`config.mk`:
```
export PLATFORM = sky130hd
export DESIGN_NAME = mipsCore
export DESIGN_NICKNAME = d
export VERILOG_FILES = /design/src/design/mipsPkg.sv /design/src/design/mipsCore.sv /design/src/design/loadStoreUnit.sv /design/src/design/alu.sv /design/src/design/regFile.sv /design/src/design/controller.sv
export SDC_FILE = /design/constraint.sdc
export NUM_CORES = 2
export LEC_CHECK = 0
export BUFFER_PORTS_ARGS = -buffer_cell sky130_fd_sc_hd__buf_2
export CORE_UTILIZATION = 61
export CTS_CLUSTER_SIZE = 12
export DETAILED_ROUTE_END_ITERATION = 6
export GPL_ROUTABILITY_DRIVEN = 0
export PLACE_DENSITY_LB_ADDON = 0.3
export RECOVER_POWER = 100
export SYNTH_ARGS = -nofsm -noshare
export SYNTH_HDL_FRONTEND = slang
export SYNTH_SLANG_ARGS = --single-unit
```
`constraint.sdc`:
```
create_clock -name clk -period 13.7 [get_ports clk]
set_input_delay 0.685 -clock clk [delete_from_list [all_inputs] [get_ports clk]]
set_output_delay 0.685 -clock clk [all_outputs]
set_load 0.01 [all_outputs]
```
`src/design/mipsPkg.sv`:
```
package mipsPkg;

    ////////////////////
    // Opcodes and funct codes

    localparam logic [5:0] OpSpecial = 6'b000000;
    localparam logic [5:0] OpLui     = 6'b001111;
    localparam logic [5:0] OpOri     = 6'b001101;
    localparam logic [5:0] OpLw      = 6'b100011;
    localparam logic [5:0] OpLh      = 6'b100001;
    localparam logic [5:0] OpLb      = 6'b100000;
    localparam logic [5:0] OpSw      = 6'b101011;
    localparam logic [5:0] OpSh      = 6'b101001;
    localparam logic [5:0] OpSb      = 6'b101000;
    localparam logic [5:0] OpBeq     = 6'b000100;
    localparam logic [5:0] OpJal     = 6'b000011;

    // Only meaningful under OpSpecial
    localparam logic [5:0] FnAdd = 6'b100000;
    localparam logic [5:0] FnSub = 6'b100010;
    localparam logic [5:0] FnJr  = 6'b001000;

    // Link register for jal
    localparam logic [4:0] RaReg = 5'd31;

    ////////////////////
    // Instruction formats

    typedef struct packed {
        logic [5:0] op;
        logic [4:0] rs;
        logic [4:0] rt;
        logic [4:0] rd;
        logic [4:0] shamt;
        logic [5:0] funct;
    } rTypeT;

    typedef struct packed {
        logic [5:0]  op;
        logic [4:0]  rs;
        logic [4:0]  rt;
        logic [15:0] imm16;
    } iTypeT;

    typedef struct packed {
        logic [5:0]  op;
        logic [25:0] imm26;
    } jTypeT;

    // Same 32 bits, three views
    typedef union packed {
        rTypeT r;
        iTypeT i;
        jTypeT j;
    } instrT;

    ////////////////////
    // Select encodings

    typedef enum logic [4:0] {
        AluAdd = 5'd0,
        AluSub = 5'd1,
        AluOr  = 5'd3,
        AluLui = 5'd4
    } aluOpT;

    typedef enum logic [1:0] {
        WdPcPlus4 = 2'd0,
        WdAlu     = 2'd1,
        WdMem     = 2'd2,
        WdNone    = 2'd3
    } wdSelT;

    typedef enum logic [1:0] {
        WidthWord = 2'd0,
        WidthHalf = 2'd1,
        WidthByte = 2'd2
    } widthT;

    // Core FSM
    typedef enum logic [1:0] {
        StFetch = 2'd0,
        StExec  = 2'd1,
        StMem   = 2'd2,
        StWb    = 2'd3
    } stateT;

endpackage
```
`src/design/mipsCore.sv`:
```
`timescale 1ns/1ns

module mipsCore (
    input  logic        clk,
    input  logic        rstN,
    input  logic [31:0] datR,
    input  logic        ack,
    output logic        cyc,
    output logic        stb,
    output logic        we,
    output logic [3:0]  sel,
    output logic [31:0] adr,
    output logic [31:0] datW
);

    mipsPkg::stateT state;
    mipsPkg::instrT ir;
    logic [31:0]    pc;
    logic [31:0]    memAdr;
    logic [31:0]    loadReg;
    logic           ackQ;
    logic           busReq;

    // Decoded controls
    logic [4:0]     rs;
    logic [4:0]     rt;
    logic [15:0]    imm16;
    logic [25:0]    imm26;
    logic           branch;
    logic           jImm;
    logic           jReg;
    logic           extSigned;
    logic           regWrite;
    mipsPkg::wdSelT wdSel;
    logic [4:0]     a3;
    logic           aluBSrc;
    mipsPkg::aluOpT aluOp;
    logic           memWrite;
    mipsPkg::widthT width;
    logic           loadSign;
    logic           load;
    logic           store;

    // Datapath
    logic [31:0]    rd1;
    logic [31:0]    rd2;
    logic           rfWe;
    logic [31:0]    rfWd;
    logic [31:0]    extImm;
    logic [31:0]    aluB;
    logic [31:0]    aluY;
    logic           aluEqual;
    logic [31:0]    pcPlus4;
    logic [31:0]    branchTarget;
    logic [31:0]    jumpTarget;
    logic [31:0]    nextPc;
    logic [1:0]     lsAddrLow;
    logic [3:0]     lsSel;
    logic [31:0]    lsBusOut;
    logic [31:0]    lsLoadData;

    controller uController (
        .instr(ir), .rs(rs), .rt(rt), .imm16(imm16), .imm26(imm26),
        .branch(branch), .jImm(jImm), .jReg(jReg), .extSigned(extSigned),
        .regWrite(regWrite), .wdSel(wdSel), .a3(a3), .aluBSrc(aluBSrc),
        .aluOp(aluOp), .memWrite(memWrite), .width(width),
        .loadSign(loadSign), .load(load), .store(store)
    );

    regFile uRegFile (
        .clk(clk), .rstN(rstN), .ra1(rs), .ra2(rt), .wa(a3),
        .we(rfWe), .wd(rfWd), .rd1(rd1), .rd2(rd2)
    );

    alu uAlu (
        .a(rd1), .b(aluB), .op(aluOp), .y(aluY), .equal(aluEqual)
    );

    loadStoreUnit uLsu (
        .addrLow(lsAddrLow), .width(width), .loadSign(loadSign),
        .storeData(rd2), .busData(datR), .sel(lsSel),
        .busOut(lsBusOut), .loadData(lsLoadData)
    );

    ////////////////////
    // Execute

    assign extImm = extSigned ? {{16{imm16[15]}}, imm16} : {16'h0000, imm16};
    assign aluB   = aluBSrc ? extImm : rd2;

    // beq offset is always signed
    assign pcPlus4      = pc + 32'd4;
    assign branchTarget = pcPlus4 + {{14{imm16[15]}}, imm16, 2'b00};
    assign jumpTarget   = {pcPlus4[31:28], imm26, 2'b00};

    always_comb begin
        nextPc = pcPlus4;
        if (jReg) begin
            nextPc = rd1;
        end else if (jImm) begin
            nextPc = jumpTarget;
        end else if (branch && aluEqual) begin
            nextPc = branchTarget;
        end
    end

    always_comb begin
        case (wdSel)
            mipsPkg::WdPcPlus4: rfWd = pcPlus4;
            mipsPkg::WdAlu:     rfWd = aluY;
            mipsPkg::WdMem:     rfWd = loadReg;
            default:            rfWd = 32'd0;
        endcase
    end

    // Loads write back later, in StWb
    assign rfWe = regWrite && (((state == mipsPkg::StExec) && (wdSel != mipsPkg::WdMem))
                               || (state == mipsPkg::StWb));

    // Live address while executing, latched afterwards
    assign lsAddrLow = (state == mipsPkg::StExec) ? aluY[1:0] : memAdr[1:0];

    ////////////////////
    // Sequencing

    always_ff @(posedge clk or negedge rstN) begin
        if (!rstN) begin
            state <= mipsPkg::StFetch;
            pc    <= 32'd0;
            ir    <= '0;
            ackQ  <= 1'b1;
        end else begin
            ackQ <= stb && ack;
            case (state)
                mipsPkg::StFetch: begin
                    if (stb && ack) begin
                        ir    <= datR;
                        state <= mipsPkg::StExec;
                    end
                end
                mipsPkg::StExec: begin
                    pc    <= nextPc;
                    state <= (load || store) ? mipsPkg::StMem : mipsPkg::StFetch;
                end
                mipsPkg::StMem: begin
                    if (stb && ack) begin
                        state <= load ? mipsPkg::StWb : mipsPkg::StFetch;
                    end
                end
                default: begin
                    state <= mipsPkg::StFetch;
                end
            endcase
        end
    end

    // Access address and load result
    always_ff @(posedge clk) begin
        if (state == mipsPkg::StExec) begin
            memAdr <= aluY;
        end
        if ((state == mipsPkg::StMem) && stb && ack) begin
            loadReg <= lsLoadData;
        end
    end

    ////////////////////
    // Wishbone master

    // Idle in reset and for one cycle after every ack
    assign busReq = (state == mipsPkg::StFetch) || (state == mipsPkg::StMem);
    assign stb    = busReq && !ackQ;
    assign cyc    = stb;
    assign we     = (state == mipsPkg::StMem) && memWrite;
    assign adr    = (state == mipsPkg::StMem) ? memAdr : pc;
    assign sel    = (state == mipsPkg::StMem) ? lsSel : 4'hF;
    assign datW   = lsBusOut;

    assert property (@(posedge clk) disable iff (!rstN)
        (stb && !ack) |=> ($stable(adr) && $stable(we)))
        else $error("mipsCore: request changed before ack, adr %h we %b", adr, we);

endmodule

```
`src/design/loadStoreUnit.sv`:
```
`timescale 1ns/1ns

module loadStoreUnit (
    input  logic [1:0]     addrLow,
    input  mipsPkg::widthT width,
    input  logic           loadSign,
    input  logic [31:0]    storeData,
    input  logic [31:0]    busData,
    output logic [3:0]     sel,
    output logic [31:0]    busOut,
    output logic [31:0]    loadData
);

    logic [15:0] halfIn;
    logic [7:0]  byteIn;

    ////////////////////
    // Store side

    // Value copied into every lane, sel picks the live ones
    always_comb begin
        case (width)
            mipsPkg::WidthHalf: begin
                busOut = {2{storeData[15:0]}};
                sel    = addrLow[1] ? 4'b1100 : 4'b0011;
            end
            mipsPkg::WidthByte: begin
                busOut = {4{storeData[7:0]}};
                sel    = 4'b0001 << addrLow;
            end
            default: begin
                busOut = storeData;
                sel    = 4'b1111;
            end
        endcase
    end

    ////////////////////
    // Load side

    assign halfIn = addrLow[1] ? busData[31:16] : busData[15:0];

    always_comb begin
        case (addrLow)
            2'd1:    byteIn = busData[15:8];
            2'd2:    byteIn = busData[23:16];
            2'd3:    byteIn = busData[31:24];
            default: byteIn = busData[7:0];
        endcase
    end

    // Sign or zero fill for sub-word loads
    always_comb begin
        case (width)
            mipsPkg::WidthHalf: begin
                loadData = {{16{loadSign & halfIn[15]}}, halfIn};
            end
            mipsPkg::WidthByte: begin
                loadData = {{24{loadSign & byteIn[7]}}, byteIn};
            end
            default: begin
                loadData = busData;
            end
        endcase
    end

    // Halfword accesses must sit on an even address
    always_comb begin
        if (width == mipsPkg::WidthHalf) begin
            assert (addrLow[0] == 1'b0)
                else $error("loadStoreUnit: half access at offset %0d", addrLow);
        end
    end

endmodule

```
`src/design/alu.sv`:
```
`timescale 1ns/1ns

module alu (
    input  logic [31:0]    a,
    input  logic [31:0]    b,
    input  mipsPkg::aluOpT op,
    output logic [31:0]    y,
    output logic           equal
);

    ////////////////////
    // Result

    always_comb begin
        case (op)
            mipsPkg::AluAdd: begin
                y = a + b;
            end
            mipsPkg::AluSub: begin
                y = a - b;
            end
            mipsPkg::AluOr: begin
                y = a | b;
            end
            mipsPkg::AluLui: begin
                // immediate lands in the upper half
                y = {b[15:0], 16'h0000};
            end
            default: begin
                y = a + b;
            end
        endcase
    end

    ////////////////////
    // Compare for beq

    // Operands are rs and rt when branching
    assign equal = (a == b);

endmodule

```
`src/design/regFile.sv`:
```
`timescale 1ns/1ns

module regFile (
    input  logic        clk,
    input  logic        rstN,
    input  logic [4:0]  ra1,
    input  logic [4:0]  ra2,
    input  logic [4:0]  wa,
    input  logic        we,
    input  logic [31:0] wd,
    output logic [31:0] rd1,
    output logic [31:0] rd2
);

    logic [31:0] regs [32];

    // Register 0 never takes a write
    always_ff @(posedge clk or negedge rstN) begin
        if (!rstN) begin
            for (int idx = 0; idx < 32; idx++) begin
                regs[idx] <= 32'd0;
            end
        end else if (we && (wa != 5'd0)) begin
            regs[wa] <= wd;
        end
    end

    // Combinational reads
    assign rd1 = regs[ra1];
    assign rd2 = regs[ra2];

    ////////////////////
    // Checks

    assert property (@(posedge clk) disable iff (!rstN)
        (ra1 == 5'd0) |-> (rd1 == 32'd0))
        else $error("regFile: rd1 = %h while reading r0", rd1);

endmodule

```
`src/design/controller.sv`:
```
`timescale 1ns/1ns

module controller (
    input  mipsPkg::instrT instr,
    output logic [4:0]     rs,
    output logic [4:0]     rt,
    output logic [15:0]    imm16,
    output logic [25:0]    imm26,
    output logic           branch,
    output logic           jImm,
    output logic           jReg,
    output logic           extSigned,
    output logic           regWrite,
    output mipsPkg::wdSelT wdSel,
    output logic [4:0]     a3,
    output logic           aluBSrc,
    output mipsPkg::aluOpT aluOp,
    output logic           memWrite,
    output mipsPkg::widthT width,
    output logic           loadSign,
    output logic           load,
    output logic           store
);

    logic [5:0] op;
    logic [5:0] funct;
    logic [4:0] rd;

    logic isAdd;
    logic isSub;
    logic isOri;
    logic isLui;
    logic isLw;
    logic isLh;
    logic isLb;
    logic isSw;
    logic isSh;
    logic isSb;
    logic isBeq;
    logic isJal;
    logic isJr;

    logic calr;
    logic cali;

    // Field extraction
    assign op    = instr.r.op;
    assign funct = instr.r.funct;
    assign rd    = instr.r.rd;
    assign rs    = instr.r.rs;
    assign rt    = instr.i.rt;
    assign imm16 = instr.i.imm16;
    assign imm26 = instr.j.imm26;

    ////////////////////
    // Instruction recognition

    assign isAdd = (op == mipsPkg::OpSpecial) && (funct == mipsPkg::FnAdd);
    assign isSub = (op == mipsPkg::OpSpecial) && (funct == mipsPkg::FnSub);
    assign isJr  = (op == mipsPkg::OpSpecial) && (funct == mipsPkg::FnJr);
    assign isOri = (op == mipsPkg::OpOri);
    assign isLui = (op == mipsPkg::OpLui);
    assign isLw  = (op == mipsPkg::OpLw);
    assign isLh  = (op == mipsPkg::OpLh);
    assign isLb  = (op == mipsPkg::OpLb);
    assign isSw  = (op == mipsPkg::OpSw);
    assign isSh  = (op == mipsPkg::OpSh);
    assign isSb  = (op == mipsPkg::OpSb);
    assign isBeq = (op == mipsPkg::OpBeq);
    assign isJal = (op == mipsPkg::OpJal);

    // Class flags
    assign load   = isLw || isLh || isLb;
    assign store  = isSw || isSh || isSb;
    assign calr   = isAdd || isSub;
    assign cali   = isOri || isLui;
    assign branch = isBeq;
    assign jImm   = isJal;
    assign jReg   = isJr;

    ////////////////////
    // Datapath selects

    // ori wants zero extension, address offsets want sign
    assign extSigned = load || store;
    assign regWrite  = load || calr || cali || isJal;
    assign aluBSrc   = cali || load || store;
    assign memWrite  = store;
    assign loadSign  = isLh || isLb;

    assign a3 = calr           ? rd :
                (cali || load) ? rt :
                isJal          ? mipsPkg::RaReg :
                                 5'd0;

    assign wdSel = isJal          ? mipsPkg::WdPcPlus4 :
                   (calr || cali) ? mipsPkg::WdAlu :
                   load           ? mipsPkg::WdMem :
                                    mipsPkg::WdNone;

    assign aluOp = isSub ? mipsPkg::AluSub :
                   isOri ? mipsPkg::AluOr :
                   isLui ? mipsPkg::AluLui :
                           mipsPkg::AluAdd;

    assign width = (isLw || isSw) ? mipsPkg::WidthWord :
                   (isLh || isSh) ? mipsPkg::WidthHalf :
                   (isLb || isSb) ? mipsPkg::WidthByte :
                                    mipsPkg::WidthWord;

    // Core sequencing relies on a single class per word
    always_comb begin
        assert ($onehot0({load, store, branch, jImm, jReg}))
            else $error("controller: several class flags for instr %h", instr);
    end

endmodule

```
# After elaboration in Yosys (flattened, before gate mapping)
# Index checks and enable logic that the tools add are counted.
# totals
regBits	1155
in_bits	35
output_inout_bits	71
wordCells	164
# op_classes
addsub	4
n_lt_le_gt_ge	4
eq_ne	30
shift	1
n_mux	42
n_bitwise	6
n_reduce_logical	39
# op_table
operator	n
$bwmux 1024	1
$mux 32	11
$bmux 32 s5	2
$pmux 32 s3	2
$demux 32 s5	1
$pmux 32 s2	2
$add 32x32->32	2
$eq 6x6->1 const B	8
$add 32x3->32 const B	1
$eq 32x32->1	1
$or 32x32->32	1
$sub 32x32->32	1
$mux 5	5
$pmux 8 s3	1
$mux 2	10
$logic_or 1x1->1	19
$eq 6x4->1 const B	3
$ge 6x6->1 const B	3
$not 5->6	3
$mux 16	1
$logic_and 1x1->1	13
$eq 2x2->1 const B	6
$eq 2x1->1 const B	4
$mux 4	2
18 further kinds	23

# Logic depth before layout (Yosys ltp)
# depth
depth_word	13
mapped_depth	21
ltp_nobuf	18

# Cells and area by module
# From an unflattened synthesis, not the netlist that was laid out.
# hier_totals
cells_unflattened	6489
area_unflattened_um2	71190.8
# modules_own_cells
module	n_inst	cells_each	area_per_inst_um2	seq_area_each_um2
regFile	1	4601	55927.4	25624.6
mipsCore	1	931	8893.5	3599.7
alu	1	685	4498.1	0.0
loadStoreUnit	1	163	1124.8	0.0
controller	1	109	747.0	0.0

# Least setup slack after synthesis
# OpenSTA, ideal clock, no wires.
# synth_timing
kind	register to register
startpoint	reg ir[21] (netlist name)
endpoint	reg uRegFile.regs[116] (netlist name)
setup_ns	0.130
arrival_ns	6.234
required_time_ns	13.570
setup_slack_ns	7.335
stages_incl_launch_ff	22
path_buffers	5
period_less_slack_ns	6.365
path_cell_list	dfrtp_1 clkbuf_1 buf_2 buf_1 buf_1 mux4_2 mux4_2 mux2i_1 inv_1 ha_1 fa_1 a21o_1 a21oi_2 o21ai_2 a311o_1 a31oi_4 o31ai_1 a221o_1 a21o_1 a222oi_1 buf_4 o21ai_0
# synth_via
elab_chain_len	8
word_cells_on_any_way	10
classes_between	2 x add/sub; 6 x mux; 2 x bitwise
# synth_rtl
element	line_no	rtl
from (decl)	mipsCore.sv:17	mipsPkg::instrT ir;
from (signal assigned)	mipsCore.sv:137	ir <= datR;
$not 5->6 (not written as such) (*)	regFile.sv:29	assign rd1 = regs[ra1];
$bmux 32 s5 (*)	regFile.sv:29	
$mux 32 (not written as such) (*) (2 in a row)	regFile.sv:29	
$add 32x32->32, or another cell as far along	alu.sv:17, alu.sv:30	
$pmux 32 s3 (*)	alu.sv:15	case (op)
net aluY[20]	mipsCore.sv:51	logic [31:0] aluY;
$pmux 32 s3 (*)	mipsCore.sv:108	case (wdSel)
$bwmux 1024 (*)	regFile.sv:24	regs[wa] <= wd;
to (signal, indexed assignment)	regFile.sv:24	
to (decl)	regFile.sv:15	logic [31:0] regs [32];
# The timed path passes the listed nets; every way through them passes the cells marked *. The select of a mux whose other input is x is not followed.
# A chain may end at the register's enable or synchronous reset.

# Worst setup path in the final report
# layout_timing
startpoint	reg ir[17] (netlist name)
endpoint	reg uRegFile.regs[977] (netlist name)
# layout_via
elab_chain_len	9
word_cells_on_any_way	21
classes_between	2 x add/sub; 2 x order compare; 11 x mux; 3 x bitwise; 3 x reduce/logical
# layout_rtl
element	line_no	rtl
$not 5->6 (not written as such) (*)	regFile.sv:30	assign rd2 = regs[ra2];
$bmux 32 s5 (*)	regFile.sv:30	
$mux 32 (not written as such) (*) (2 in a row)	regFile.sv:30	
$mux 32 (*)	mipsCore.sv:89	assign aluB = aluBSrc ? extImm : rd2;
$add 32x32->32, or another cell as far along	alu.sv:17, alu.sv:30	
$pmux 32 s3 (*)	alu.sv:15	
net aluY[17]	mipsCore.sv:51	
$pmux 32 s3 (*)	mipsCore.sv:108	
$bwmux 1024 (*)	regFile.sv:24	
# Marks and branches as above.

==> impl_metrics.ini <==
[global_routing]
antenna_found_initial = 6
grt_pass1_wl_microns = 330000
grtUsageTotal_pct = 40.3
grt_pass1_vias = 51600
overflow = 0
grt_max_degree = 187

[finish]
nNetsFinal = 5925
area_growth_pct = 7.83
nFillCells = 7724
final_cells = 7269
drive_above_1_share_pct = 22.0
fin_util_pct = 66.8

[sta]
drv_slew = 1208
fmax_mhz = 88.1
hold_viol_final = 0
setup_viol = 0
tightest_slew_ns = 5.45
fin_crit_ns = 11.36
rsz0062_at_grt = no
relSlewSlack_pct = -263
clock_skew_ns = 0.0747
fin_tns_setup_ns = 0
fin_crit_sh_pct = 82.9
hold_ws_ns = 0.212

[clock_network]
tritoncts = built
hold_buffers = 0
cts_inserted_buffers = 121
ctsLongestPathBuffers = 3
h-tree-depth = 3
post_cts_resized = 0
clock_latency_ns = 0.78
path_clk_slew_ns = 0.06
cts-root-buf = clkbuf_16
cts_setup_buffers = 0
clock_sinks = 1155

[synth]
synth_cell_types = 84
syn_avg_cell_area_sq_um = 11.1
netlist_top_cells_area = dfrtp_1 41%, mux4_2 22%, o21ai_0 6.4%
ys.flop_type = dfrtp_1
synthCells = 5981
synth_edf_count = 64
synth.most_common_cell = dfrtp_1
ys_ff_latch = 1155
ys_warn_count = 0
synthArstFlopShare_pct = 94.5
synth_common_cells = 1090 x dfrtp_1, 972 x nand2_1, 859 x o21ai_0, 640 x mux4_2, 479 x clkbuf_1
synth.cell_area_sq_mm = 0.0667
synth_area_leader_cell = dfrtp_1
synth_nets = 6145
netlist.area_leader.share_pct = 40.9
yosysSeqAreaShare_pct = 43.8

[power_and_ir_drop]
p_sw_w = 0.00474
seqPwrFrac_pct = 34.2
p_per_area_mw_per_mm2 = 167
ir_drop_mv = 0.155
p_leak_nw = 30.1
p_total_w = 0.0120
combPwrFrac_pct = 37.3
switching_share_pct = 39.6
p_int_w = 0.00723
clockPowerShare_pct = 28.5

[critical_path]
critPathKind = reg -> reg
path_common_cell = o21ai_0
crit_family = buffers and inverters
endpoint_kind = flop
slowest_delay_ns = 3.21
crit_fanout = 64
cp_cell_sequence = clkbuf_1 -> mux4_2 -> mux4_2 -> mux2i_1 -> o21ai_0 -> ha_1 -> nand3_1 -> or3_1 -> a211oi_1 -> nor2_1 -> o21ai_0 -> a311oi_1 -> o21ai_0 -> o211ai_1 -> a222oi_1 -> clkbuf_1 -> o21ai_0
critPathArrivalTime_ns = 11.90
cp_slowest_cell = clkbuf_1
cp_num_buf_inv = 2
required_ns = 14.25
critPathLaunchType = flop

[floorplanning]
die_h_microns = 333
rows = 120
core-area_sq_mm = 0.108
die_width_microns = 333
initial_core_util_pct = 61.9
ios = 106
die_area_sq_mm = 0.111

[drt]
wl_per_cell_microns = 30.4
vias = 53100
wirelength_microns = 221000
ant_nets = 0
drtIter0Drc = 8139
dr.pass1.iters = 7
route.detailed.drc = 48
vias_per_cell = 7.31

[place]
place_inst = 7041
place_hpwl_microns = 133000
port-buffer-count = 105

[status]
failed_checks = design-rule violations, max-capacitance violations, max-slew violations
status = finished with violations

[job]
cap_violations = 24

[hold_path]
min_path_type = in -> reg
[metrics by stage]
| step | cell area [sq um] | setup WS (ns) |
|---|---|---|
| after global placement | 68000 | 5.27 |
| after detailed placement | 68000 | 5.22 |
| after floorplan | 66700 | 7.34 |
| final | 71900 | 2.34 |
| after global routing | 71800 | 2.31 |
| after CTS | 72100 | 5.12 |
[sequential cells by signal, indices dropped and copies added (netlist names)]
register	cells
ackQ	1
ir	32
loadReg	32
memAdr	32
pc	32
state	2
uRegFile.regs	1024
[layout by cell type (no fill, tap or decap), types with 43 or more instances in the layout]
| cell | n |
|---|---|
| a21oi_1 | 209 |
| a31oi_1 | 62 |
| buf_2 | 72 |
| buf_4 | 107 |
| clkbuf_1 | 89 |
| clkbuf_16 | 124 |
| dfrtp_1 | 1082 |
| edfxtp_1 | 64 |
| ha_1 | 126 |
| inv_1 | 111 |
| mux2_2 | 194 |
| mux2i_1 | 47 |
| mux4_2 | 640 |
| nand2_1 | 941 |
| nand3_1 | 43 |
| nor2_1 | 290 |
| o21ai_0 | 868 |
| o31ai_1 | 83 |
[metal layers]
layer / track usage [%] / wire length, microns / up-vias
met5: 1.13 / 476 / -
met4: 25.0 / 15700 / 12
met3: 15.5 / 33800 / 938
met2: 56.9 / 94000 / 4093
met1: 52.5 / 77200 / 26400
li1: - / - / 21700
[power groups by stage]
stage                     combinational [W]  sequential (W)  clock, W
after floorplan                     0.00330         0.00374         0
after global placement              0.00428         0.00411         0
after detailed placement            0.00432         0.00411         0
after CTS                           0.00434         0.00406   0.00343
after global routing                0.00466         0.00409   0.00356
final                               0.00447         0.00409   0.00341
[worst paths after layout]
kind,from,to,slack [ns],depth (start not counted)
max in group asynchronous,rstN,ir[24],4.41,4
worst min register to register,uRegFile.regs[1002],uRegFile.regs[1002],0.39,0
min in group asynchronous,rstN,uRegFile.regs[708],1.97,1
worst min-delay path,datR[4],ir[4],0.21,2
worst max register to register,ir[17],uRegFile.regs[977],2.34,17
worst max-delay path,ir[17],uRegFile.regs[977],2.34,17
[logic make-up after synthesis]
family	after synthesis	synth area share, %
compound gates	1528	13.4
xor+xnor	64	0.841
fa+ha+maj	129	2.46
buf+inv	700	4.04
flops	1155	43.8
mux	919	26.2
simple gates	1486	9.15
[final cells by class]
cell class / count / area [sq um] / share of cell area (%)
antenna: 13 / 32.5 / 0.0453
multi-input combinational: 4126 / 34800 / 48.5
timing repair buffer: 245 / 1460 / 2.04
sequential: 1155 / 29200 / 40.7
clock buffer: 186 / 3680 / 5.11
tap: 1403 / 1760 / 2.44
inverter: 112 / 420 / 0.585
clock inverter: 29 / 443 / 0.616
Power figures use the tool's default switching activity.
